===== config.mk =====
export PLATFORM = sky130hd
export DESIGN_NAME = cpu
export DESIGN_NICKNAME = d
export VERILOG_FILES = /design/src/cpu_pkg.sv /design/src/cpu.sv /design/src/decode_reg_r.sv /design/src/execute.sv /design/src/fetch.sv /design/src/mem.sv
export SDC_FILE = /design/constraint.sdc
export NUM_CORES = 2
export LEC_CHECK = 0
export BUFFER_PORTS_ARGS = -buffer_cell sky130_fd_sc_hd__buf_2
export CORE_UTILIZATION = 40
export CTS_CLUSTER_SIZE = 28
export DETAILED_ROUTE_END_ITERATION = 8
export PLACE_DENSITY_LB_ADDON = 0.12
export SLEW_MARGIN = 20
export SYNTH_ARGS = -nofsm -noshare
export SYNTH_HDL_FRONTEND = slang
export SYNTH_MEMORY_MAX_BITS = 65536
export SYNTH_SLANG_ARGS = --single-unit

===== constraint.sdc =====
create_clock -name clk -period 6 [get_ports clk]
set_clock_uncertainty 0.2 [all_clocks]
set_input_delay 0 -clock clk [delete_from_list [all_inputs] [get_ports clk]]
set_output_delay 0 -clock clk [all_outputs]
set_load 0.01 [all_outputs]

===== src/cpu_pkg.sv =====
package cpu_pkg;

  // ****************************************
  // widths
  // ****************************************
  typedef logic [31:0] word_t;       // data, instructions, byte addresses
  typedef logic [3:0]  reg_addr_t;   // r0..r15, r15 is a plain register here
  typedef logic [5:0]  imem_addr_t;  // instruction word index
  typedef logic [5:0]  dmem_addr_t;  // data word index

  localparam int IMEM_DEPTH = 64;
  localparam int DMEM_DEPTH = 64;
  localparam int REG_COUNT  = 16;

  // byte address -> word index
  localparam int WIDX_HI = 7;
  localparam int WIDX_LO = 2;

  localparam word_t PC_STEP  = 32'd4;
  localparam word_t PC_AHEAD = 32'd8;  // branch base is its own address plus 8

  // ****************************************
  // instruction fields
  // ****************************************
  localparam int COND_HI  = 31;
  localparam int COND_LO  = 28;
  localparam int CLS_HI   = 27;
  localparam int CLS_LO   = 26;
  localparam int I_BIT    = 25;  // operand 2 is the 8-bit immediate
  localparam int OPC_HI   = 24;
  localparam int OPC_LO   = 21;
  localparam int L_BIT    = 20;  // load when set
  localparam int RN_HI    = 19;
  localparam int RN_LO    = 16;
  localparam int RD_HI    = 15;
  localparam int RD_LO    = 12;
  localparam int RM_HI    = 3;
  localparam int RM_LO    = 0;
  localparam int IMM8_HI  = 7;
  localparam int OFF12_HI = 11;
  localparam int BOFF_HI  = 23;

  // instruction classes, bits 27:26
  localparam logic [1:0] CLS_DP = 2'b00;
  localparam logic [1:0] CLS_LS = 2'b01;
  localparam logic [1:0] CLS_BR = 2'b10;

  // data processing opcodes, ARM numbering
  localparam logic [3:0] OPC_AND = 4'd0;
  localparam logic [3:0] OPC_SUB = 4'd2;
  localparam logic [3:0] OPC_ADD = 4'd4;
  localparam logic [3:0] OPC_CMP = 4'd10;
  localparam logic [3:0] OPC_ORR = 4'd12;
  localparam logic [3:0] OPC_MOV = 4'd13;

  // conditions
  localparam logic [3:0] COND_EQ = 4'd0;
  localparam logic [3:0] COND_NE = 4'd1;
  localparam logic [3:0] COND_AL = 4'd14;

  // instruction memory loader
  typedef enum logic [1:0] {
    LD_IDLE,
    LD_WRITE,      // word written, ack up
    LD_WAIT_DROP   // waiting for req to fall
  } load_state_e;

endpackage


===== src/cpu.sv =====
module cpu (
  input  logic                clk,
  input  logic                rst_n_i,
  input  logic                load_req_i,
  input  cpu_pkg::imem_addr_t load_addr_i,
  input  cpu_pkg::word_t      load_data_i,
  output logic                load_ack_o,
  output cpu_pkg::word_t      pc_o,
  output logic                retire_valid_o,
  output cpu_pkg::reg_addr_t  retire_addr_o,
  output cpu_pkg::word_t      retire_data_o
);
  import cpu_pkg::*;

  // fetch -> decode
  logic      valid_f_d;
  word_t     inst_f_d;
  word_t     pc_f_d;
  logic      stall_d_f;

  // decode -> execute
  logic      valid_d_e;
  word_t     r1_d_e;
  word_t     r2_d_e;
  reg_addr_t rd_d_e;
  word_t     inst_d_e;
  word_t     pc_d_e;

  // branch redirect, also the flush
  logic      branch;
  word_t     branch_addr;

  // execute -> mem
  logic      valid_e_m;
  word_t     alu_e_m;
  word_t     store_e_m;
  reg_addr_t rd_e_m;
  logic      reg_wr_e_m;
  logic      load_e_m;
  logic      store_en_e_m;

  // interlock info
  logic      ex_wr;
  reg_addr_t ex_rd;
  logic      mem_wr;
  reg_addr_t mem_rd;

  // write-back
  logic      wb_en;
  reg_addr_t wb_addr;
  word_t     wb_data;

  fetch fetch_module (
      .clk           ( clk )
    , .rst_n_i       ( rst_n_i )
    , .stall_i       ( stall_d_f )
    , .branch_i      ( branch )
    , .branch_addr_i ( branch_addr )
    , .load_req_i    ( load_req_i )
    , .load_addr_i   ( load_addr_i )
    , .load_data_i   ( load_data_i )
    , .load_ack_o    ( load_ack_o )
    , .valid_o       ( valid_f_d )
    , .inst_o        ( inst_f_d )
    , .pc_o          ( pc_f_d )
  );

  decode_reg_r decode_module (
      .clk       ( clk )
    , .rst_n_i   ( rst_n_i )
    , .valid_i   ( valid_f_d )
    , .inst_i    ( inst_f_d )
    , .pc_i      ( pc_f_d )
    , .flush_i   ( branch )
    , .ex_wr_i   ( ex_wr )
    , .ex_rd_i   ( ex_rd )
    , .mem_wr_i  ( mem_wr )
    , .mem_rd_i  ( mem_rd )
    , .wb_en_i   ( wb_en )
    , .wb_addr_i ( wb_addr )
    , .wb_data_i ( wb_data )
    , .stall_o   ( stall_d_f )
    , .valid_o   ( valid_d_e )
    , .r1_o      ( r1_d_e )
    , .r2_o      ( r2_d_e )
    , .rd_addr_o ( rd_d_e )
    , .inst_o    ( inst_d_e )
    , .pc_o      ( pc_d_e )
  );

  execute execute_module (
      .clk           ( clk )
    , .rst_n_i       ( rst_n_i )
    , .valid_i       ( valid_d_e )
    , .r1_i          ( r1_d_e )
    , .r2_i          ( r2_d_e )
    , .rd_addr_i     ( rd_d_e )
    , .inst_i        ( inst_d_e )
    , .pc_i          ( pc_d_e )
    , .branch_o      ( branch )
    , .branch_addr_o ( branch_addr )
    , .valid_o       ( valid_e_m )
    , .alu_data_o    ( alu_e_m )
    , .store_data_o  ( store_e_m )
    , .rd_addr_o     ( rd_e_m )
    , .reg_wr_o      ( reg_wr_e_m )
    , .is_load_o     ( load_e_m )
    , .is_store_o    ( store_en_e_m )
    , .wr_pending_o  ( ex_wr )
    , .wr_rd_o       ( ex_rd )
  );

  mem memory_module (
      .clk          ( clk )
    , .rst_n_i      ( rst_n_i )
    , .valid_i      ( valid_e_m )
    , .alu_data_i   ( alu_e_m )
    , .store_data_i ( store_e_m )
    , .rd_addr_i    ( rd_e_m )
    , .reg_wr_i     ( reg_wr_e_m )
    , .is_load_i    ( load_e_m )
    , .is_store_i   ( store_en_e_m )
    , .wr_pending_o ( mem_wr )
    , .wr_rd_o      ( mem_rd )
    , .wb_en_o      ( wb_en )
    , .wb_addr_o    ( wb_addr )
    , .wb_data_o    ( wb_data )
  );

  // retire port mirrors the register file write
  assign retire_valid_o = wb_en;
  assign retire_addr_o  = wb_addr;
  assign retire_data_o  = wb_data;

  assign pc_o = pc_f_d;  // pc of the instruction in decode

endmodule


===== src/decode_reg_r.sv =====
module decode_reg_r (
  input  logic               clk,
  input  logic               rst_n_i,
  input  logic               valid_i,
  input  cpu_pkg::word_t     inst_i,
  input  cpu_pkg::word_t     pc_i,
  input  logic               flush_i,
  input  logic               ex_wr_i,
  input  cpu_pkg::reg_addr_t ex_rd_i,
  input  logic               mem_wr_i,
  input  cpu_pkg::reg_addr_t mem_rd_i,
  input  logic               wb_en_i,
  input  cpu_pkg::reg_addr_t wb_addr_i,
  input  cpu_pkg::word_t     wb_data_i,
  output logic               stall_o,
  output logic               valid_o,
  output cpu_pkg::word_t     r1_o,
  output cpu_pkg::word_t     r2_o,
  output cpu_pkg::reg_addr_t rd_addr_o,
  output cpu_pkg::word_t     inst_o,
  output cpu_pkg::word_t     pc_o
);
  import cpu_pkg::*;

  word_t      rf [REG_COUNT];
  logic [1:0] cls;
  logic [3:0] opc;
  logic       is_store;
  reg_addr_t  rn;
  reg_addr_t  rd;
  reg_addr_t  ra2;      // second read port, rm or store source
  logic       use_rn;
  logic       use_r2;
  word_t      rn_val;
  word_t      r2_val;

  // register still in flight in execute or mem
  function automatic logic in_flight(input reg_addr_t a);
    in_flight = (ex_wr_i && ex_rd_i == a) || (mem_wr_i && mem_rd_i == a);
  endfunction

  // write in the same cycle is visible to the read
  function automatic word_t rf_read(input reg_addr_t a);
    rf_read = (wb_en_i && wb_addr_i == a) ? wb_data_i : rf[a];
  endfunction

  // ****************************************
  // decode
  // ****************************************
  assign cls      = inst_i[CLS_HI:CLS_LO];
  assign opc      = inst_i[OPC_HI:OPC_LO];
  assign is_store = (cls == CLS_LS) && !inst_i[L_BIT];
  assign rn       = inst_i[RN_HI:RN_LO];
  assign rd       = inst_i[RD_HI:RD_LO];
  assign ra2      = is_store ? rd : inst_i[RM_HI:RM_LO];

  // mov ignores rn, immediates and branches need no rm
  assign use_rn = valid_i && (((cls == CLS_DP) && opc != OPC_MOV) || cls == CLS_LS);
  assign use_r2 = valid_i && (((cls == CLS_DP) && !inst_i[I_BIT]) || is_store);

  assign stall_o = (use_rn && in_flight(rn)) || (use_r2 && in_flight(ra2));

  assign rn_val = rf_read(rn);
  assign r2_val = rf_read(ra2);

  // register file
  always_ff @(posedge clk) begin
    if (wb_en_i) begin
      rf[wb_addr_i] <= wb_data_i;
    end
  end

  // ****************************************
  // decode -> execute register
  // ****************************************
  always_ff @(posedge clk) begin
    if (!rst_n_i) begin
      valid_o <= 1'b0;
    end else begin
      valid_o <= valid_i && !stall_o && !flush_i;  // bubble on stall or flush
    end
  end

  always_ff @(posedge clk) begin
    r1_o      <= rn_val;
    r2_o      <= r2_val;
    rd_addr_o <= rd;
    inst_o    <= inst_i;
    pc_o      <= pc_i;
  end

endmodule


===== src/execute.sv =====
module execute (
  input  logic               clk,
  input  logic               rst_n_i,
  input  logic               valid_i,
  input  cpu_pkg::word_t     r1_i,
  input  cpu_pkg::word_t     r2_i,
  input  cpu_pkg::reg_addr_t rd_addr_i,
  input  cpu_pkg::word_t     inst_i,
  input  cpu_pkg::word_t     pc_i,
  output logic               branch_o,
  output cpu_pkg::word_t     branch_addr_o,
  output logic               valid_o,
  output cpu_pkg::word_t     alu_data_o,
  output cpu_pkg::word_t     store_data_o,
  output cpu_pkg::reg_addr_t rd_addr_o,
  output logic               reg_wr_o,
  output logic               is_load_o,
  output logic               is_store_o,
  output logic               wr_pending_o,
  output cpu_pkg::reg_addr_t wr_rd_o
);
  import cpu_pkg::*;

  logic [1:0] nz_q;       // {n, z}
  logic [1:0] cls;
  logic [3:0] opc;
  logic       is_dp;
  logic       is_ls;
  logic       is_br;
  logic       is_load;
  logic       writes_rd;
  logic       cond_ok;
  logic       exec;       // valid and condition passed
  word_t      op2;
  word_t      alu_res;
  word_t      mem_addr;

  assign cls   = inst_i[CLS_HI:CLS_LO];
  assign opc   = inst_i[OPC_HI:OPC_LO];
  assign is_dp = (cls == CLS_DP);
  assign is_ls = (cls == CLS_LS);
  assign is_br = (cls == CLS_BR);

  assign is_load   = is_ls && inst_i[L_BIT];
  assign writes_rd = (is_dp && opc != OPC_CMP) || is_load;

  // decode only needs to know the write is coming
  assign wr_pending_o = valid_i && writes_rd;
  assign wr_rd_o      = rd_addr_i;

  // ****************************************
  // condition check
  // ****************************************
  always_comb begin
    case (inst_i[COND_HI:COND_LO])
      COND_EQ: cond_ok = nz_q[0];
      COND_NE: cond_ok = !nz_q[0];
      COND_AL: cond_ok = 1'b1;
      default: cond_ok = 1'b0;  // unsupported, never executes
    endcase
  end

  assign exec = valid_i && cond_ok;

  // ****************************************
  // alu and address
  // ****************************************
  assign op2 = inst_i[I_BIT] ? word_t'(inst_i[IMM8_HI:0]) : r2_i;

  always_comb begin
    case (opc)
      OPC_AND:          alu_res = r1_i & op2;
      OPC_SUB, OPC_CMP: alu_res = r1_i - op2;
      OPC_ADD:          alu_res = r1_i + op2;
      OPC_ORR:          alu_res = r1_i | op2;
      OPC_MOV:          alu_res = op2;
      default:          alu_res = '0;
    endcase
  end

  assign mem_addr = r1_i + word_t'(inst_i[OFF12_HI:0]);  // byte address

  // branch resolves here, flushes fetch and decode
  assign branch_o      = exec && is_br;
  assign branch_addr_o = pc_i + PC_AHEAD
                       + {{6{inst_i[BOFF_HI]}}, inst_i[BOFF_HI:0], 2'b00};

  always_ff @(posedge clk) begin
    if (!rst_n_i) begin
      nz_q <= 2'b00;
    end else if (exec && is_dp && opc == OPC_CMP) begin
      nz_q <= {alu_res[31], alu_res == '0};
    end
  end

  // ****************************************
  // execute -> mem register
  // ****************************************
  always_ff @(posedge clk) begin
    if (!rst_n_i) begin
      valid_o    <= 1'b0;
      reg_wr_o   <= 1'b0;
      is_load_o  <= 1'b0;
      is_store_o <= 1'b0;
    end else begin
      valid_o    <= exec && !is_br;  // failed condition becomes a bubble
      reg_wr_o   <= exec && writes_rd;
      is_load_o  <= exec && is_load;
      is_store_o <= exec && is_ls && !inst_i[L_BIT];
    end
  end

  always_ff @(posedge clk) begin
    alu_data_o   <= is_ls ? mem_addr : alu_res;
    store_data_o <= r2_i;
    rd_addr_o    <= rd_addr_i;
  end

endmodule


===== src/fetch.sv =====
module fetch (
  input  logic                clk,
  input  logic                rst_n_i,
  input  logic                stall_i,
  input  logic                branch_i,
  input  cpu_pkg::word_t      branch_addr_i,
  input  logic                load_req_i,
  input  cpu_pkg::imem_addr_t load_addr_i,
  input  cpu_pkg::word_t      load_data_i,
  output logic                load_ack_o,
  output logic                valid_o,
  output cpu_pkg::word_t      inst_o,
  output cpu_pkg::word_t      pc_o
);
  import cpu_pkg::*;

  word_t       imem [IMEM_DEPTH];
  word_t       pc_q;        // next fetch address in bytes
  imem_addr_t  fetch_idx;
  load_state_e ld_state;

  assign fetch_idx  = pc_q[WIDX_HI:WIDX_LO];
  assign load_ack_o = (ld_state != LD_IDLE);

  // ****************************************
  // program load, only while in reset
  // ****************************************
  always_ff @(posedge clk) begin
    if (rst_n_i) begin
      ld_state <= LD_IDLE;  // core running, loader parked
    end else begin
      case (ld_state)
        LD_IDLE: begin
          if (load_req_i) begin
            ld_state <= LD_WRITE;
          end
        end
        LD_WRITE: begin
          ld_state <= load_req_i ? LD_WAIT_DROP : LD_IDLE;
        end
        LD_WAIT_DROP: begin
          if (!load_req_i) begin
            ld_state <= LD_IDLE;  // ack drops one cycle after req
          end
        end
        default: ld_state <= LD_IDLE;
      endcase
    end
  end

  // word is taken on the req edge, ack follows
  always_ff @(posedge clk) begin
    if (!rst_n_i && ld_state == LD_IDLE && load_req_i) begin
      imem[load_addr_i] <= load_data_i;
    end
  end

  // ****************************************
  // pc and fetch register
  // ****************************************
  always_ff @(posedge clk) begin
    if (!rst_n_i) begin
      pc_q    <= '0;
      valid_o <= 1'b0;
    end else if (branch_i) begin
      pc_q    <= branch_addr_i;
      valid_o <= 1'b0;  // squash the slot behind the branch
    end else if (!stall_i) begin
      inst_o  <= imem[fetch_idx];
      pc_o    <= pc_q;
      valid_o <= 1'b1;
      pc_q    <= pc_q + PC_STEP;
    end
  end

endmodule


===== src/mem.sv =====
module mem (
  input  logic               clk,
  input  logic               rst_n_i,
  input  logic               valid_i,
  input  cpu_pkg::word_t     alu_data_i,
  input  cpu_pkg::word_t     store_data_i,
  input  cpu_pkg::reg_addr_t rd_addr_i,
  input  logic               reg_wr_i,
  input  logic               is_load_i,
  input  logic               is_store_i,
  output logic               wr_pending_o,
  output cpu_pkg::reg_addr_t wr_rd_o,
  output logic               wb_en_o,
  output cpu_pkg::reg_addr_t wb_addr_o,
  output cpu_pkg::word_t     wb_data_o
);
  import cpu_pkg::*;

  word_t      dmem [DMEM_DEPTH];
  dmem_addr_t d_idx;
  word_t      ld_word;

  assign d_idx   = alu_data_i[WIDX_HI:WIDX_LO];
  assign ld_word = dmem[d_idx];

  // still ahead of write-back, decode has to wait
  assign wr_pending_o = valid_i && reg_wr_i;
  assign wr_rd_o      = rd_addr_i;

  // ****************************************
  // data memory
  // ****************************************
  always_ff @(posedge clk) begin
    if (valid_i && is_store_i) begin
      dmem[d_idx] <= store_data_i;
    end
  end

  // ****************************************
  // write-back register
  // ****************************************
  always_ff @(posedge clk) begin
    if (!rst_n_i) begin
      wb_en_o <= 1'b0;
    end else begin
      wb_en_o <= valid_i && reg_wr_i;
    end
  end

  always_ff @(posedge clk) begin
    wb_addr_o <= rd_addr_i;
    wb_data_o <= is_load_i ? ld_word : alu_data_i;  // load result or alu
  end

endmodule


==> run_results.csv <==
group,metric,value,unit
floorplanning,dieArea,476600,um2
critical_path,critPathRequiredTime,6.76,ns
grt,overflow,0,
placement,dp_worst_setup_slack,-0.2949,ns
placement,place_area,202600,um2
cts,h-tree-depth,6,
timing,relSlewSlack,0.1957,
route,initialDrtViolationCount,10860,
timing,fin_tns_setup,0,ns
outcome,outcome,"completed",
route,drt.antenna.violating_nets,0,
timing,hold-worst-slack,0.09027,ns
route,route.detailed.drc,0,
critical_path,critPathTopFamily,"compound AO/OA/AOI/OAI gates",
yosys,avgSynthCellArea,19.89,um2
yosys,yosysMostFrequentCell,"edfxtp_1",
yosys,synth_edf_count,4672,
yosys,yosysTopAreaCellShare,0.7402,
yosys,ys_top_cells_by_count,"edfxtp_1, mux4_2, a22oi_1, clkbuf_1, nor2_1",
critical_path,startpoint_type,"flop",
critical_path,critPathCaptureType,"flop",
yosys,ys_warn_count,0,
grt,grt_max_degree,94,
yosys,ys_seq_area_frac,0.7628,
placement,gp_congestion,0.8817,
cts,clockRootBuffer,"clkbuf_16",
floorplanning,fp.dieH,690.4,um
min_path,hp-class,"input port to flop",
floorplanning,initial_core_util,0.4021,
route,drtPass1Iterations,5,
cells_and_area,layout-drive-gt1-share,0.2522,
grt,grt_pass1_wl,805900,um
pwr,p_per_area,402.3,nW/um2
timing,period_needed,5.865,ns
route,wl_per_cell,33.82,um
cells_and_area,areaGrowthSynthToFinish,16.23,%
pwr,ir_worst_vdd,0.3480,mV
route,drt-total-wl,574300,um
placement,dp_hpwl,338400,um
cts,clock-sinks,4886,
yosys,syn_area,189500,um2
yosys,synth_nets,9682,
cts,cts_tree,"done",
critical_path,slowest_stage,"mux4_2",
critical_path,critPathMaxFanout,6,
timing,tightest_slew,1.197,ns
timing,finalCritPeriodShare,0.9775,
grt,grt_usage,0.2366,
timing,finalSetupViolCount,0,
yosys,async_flop_share,0,
run,max_cap_viol_count,0,
yosys,synth_flop_cell,"edfxtp_1",
critical_path,cp_common_cell,"buf_12",
cells_and_area,fin_util,0.4673,
cts,cts.path.max_buffers,4,
yosys,yosysUniqueCellTypes,90,
timing,hold_viol,0,
cells_and_area,nets,10460,
route,vias,100800,
route,vias_per_cell,5.934,
critical_path,timing.critical_path.cells,"buf_12 > buf_12 > buf_12 > mux4_2 > mux4_2 > o21a_4 > a2111oi_4 > inv_2 > or2_4 > o31ai_4 > xnor2_1 > ha_1 > a21oi_2 > o21bai_1 > a21oi_2 > o221ai_4 > buf_6 > a2111o_1 > a31oi_1 > o31ai_1 > buf_4 > nor4_2 > nand4_1 > o21ai_1",
critical_path,cp_num_buf_inv,6,
yosys,synthTopCellsByArea,"edfxtp_1, mux4_2, a22oi_1",
floorplanning,boundaryPins,111,
grt,antenna_found_initial,31,
timing,slew_viol_final,0,
floorplanning,std_cell_rows,252,
yosys,synth-seq-cells,4886,
timing,setup_ws,0.1350,ns
floorplanning,core_area,471400,um2
placement,io_buffers,110,
critical_path,worstPathArrival,6.62,ns
pwr,p_leak,68.46,nW
grt,first_global_vias,102200,
cells_and_area,fillers,39200,
cts,clk_latency,1.05,ns
yosys,yosys.area.top_type,"edfxtp_1",
timing,max_freq,0.1705,GHz
cells_and_area,design_area,220300,um2
cts,clkSlewWorstSetupHoldPaths,0.06,ns
cts,cts_buffers,530,
yosys,netlist_instances,9530,
floorplanning,die_w,690.4,um
critical_path,path_class,"flop to flop",
timing,rsz0062_at_grt,"yes",
critical_path,max_stage_delay,0.56,ns
-- worst paths after layout --
check                                    start                             endpoint  slack, ns  cells after the start
max                                       flop  execute_module.nz_q[0]$_SDFFE_PN0P_       0.14                     24
min                            load_data_i[28]  fetch_module.imem[33][28]$_DFFE_PP_       0.09                      3
max reg2reg                               flop  execute_module.nz_q[0]$_SDFFE_PN0P_       0.14                     24
min reg2reg  fetch_module.inst_o[29]$_DFFE_PP_     decode_module.inst_o[29]$_DFF_P_       0.10                      0
-- layer usage --
| metal | vias up | part of all wire | GRT usage |
|---|---|---|---|
| li1 | 41960 | - | - |
| met1 | 54620 | 0.42 | 0.3295 |
| met2 | 3418 | 0.49 | 0.3897 |
| met3 | 748 | 0.058 | 0.03213 |
| met4 | 4 | 0.032 | 0.07080 |
| met5 | - | 0.000047 | 0 |
-- report_power, final --
part	switching [W]	leakage (nW)	internal, W	total [W]
combinational	0.0117	16.6	0.00570	0.0174
sequential	0.000888	43.9	0.0393	0.0402
clock	0.0136	7.97	0.0175	0.0310
-- placed cells by master (no fill, tap or decap), drive strengths merged, types with 74 or more instances in the layout --
| master | instances |
|---|---|
| a22oi | 756 |
| a31oi | 131 |
| inv | 97 |
| xnor2 | 76 |
| nor2 | 326 |
| dfxtp | 214 |
| nand4 | 188 |
| clkinv | 208 |
| a221oi | 176 |
| mux2i | 74 |
| mux4 | 943 |
| ha | 108 |
| edfxtp | 4672 |
| o21ai | 124 |
| clkbuf | 674 |
| nand2 | 207 |
| a22o | 151 |
| a21oi | 172 |
| buf | 746 |
-- cells by family (layout without fill, tap and decap cells) --
family	after synthesis	in the layout	synth area share
compound gates	1725	1725	0.06634
xor+xnor	141	141	0.006515
fa+ha+maj	111	111	0.007446
buf+inv	640	1827	0.01381
flops	4886	4886	0.7628
mux	1042	1042	0.1176
other cells	0	39	0
simple gates	985	985	0.02553
-- area by class of cell --
class	count	area [um2]	area share
repair buffers	820	7398	0.03358
diodes	39	97.59	0.0004430
inverters	64	240.2	0.001091
well taps	6223	7786	0.03534
clock buffers	673	14070	0.06388
flip-flops and latches	4886	144700	0.6568
multi-input cells	4004	43700	0.1984
clock inverters	270	2318	0.01052
-- metrics by stage --
stage,total power (W),std cells
finish,0.08862,16980
floorplan,0.04894,9530
global placement,0.05804,15910
global route,0.09132,16980
detailed placement,0.05818,15910
CTS,0.08918,16900
-- sequential cells by signal, summed over array words and instances (netlist names), 2 cells and up, named ones only --
signal / cells
fetch_module.pc_o: 32
decode_module.pc_o: 32
memory_module.wb_data_o: 32
fetch_module.inst_o: 32
execute_module.rd_addr_o: 4
decode_module.rf: 512
memory_module.dmem: 2048
execute_module.alu_data_o: 32
decode_module.rd_addr_o: 3
decode_module.inst_o: 29
fetch_module.imem: 2048
memory_module.wb_addr_o: 4
fetch_module.ld_state: 2
execute_module.store_data_o: 32
fetch_module.pc_q: 32
-- worst reg2reg max path, stage by stage, from the launching register on --
cell	delay, ns
dfxtp_4	0.37
buf_12	0.13
buf_12	0.13
buf_12	0.11
mux4_2	0.49
mux4_2	0.56
o21a_4	0.25
a2111oi_4	0.39
inv_2	0.09
or2_4	0.28
o31ai_4	0.19
xnor2_1	0.11
ha_1	0.34
a21oi_2	0.17
o21bai_1	0.10
a21oi_2	0.24
o221ai_4	0.17
buf_6	0.16
a2111o_1	0.42
a31oi_1	0.14
o31ai_1	0.10
buf_4	0.16
nor4_2	0.25
nand4_1	0.15
o21ai_1	0.11
-- repair_timing --
item / 4_1_cts / 5_1_grt
endpoints found under the setup margin: 4 / 8
pin swaps: 0 / 14
hold buffers: 43 / 30
setup buffers: 2 / 8
gates cloned: 0 / 1
gates resized for setup: 8 / 31
endpoints found under the hold margin: 2475 / 1718
No activity file was read; power rests on OpenSTA's default activity.
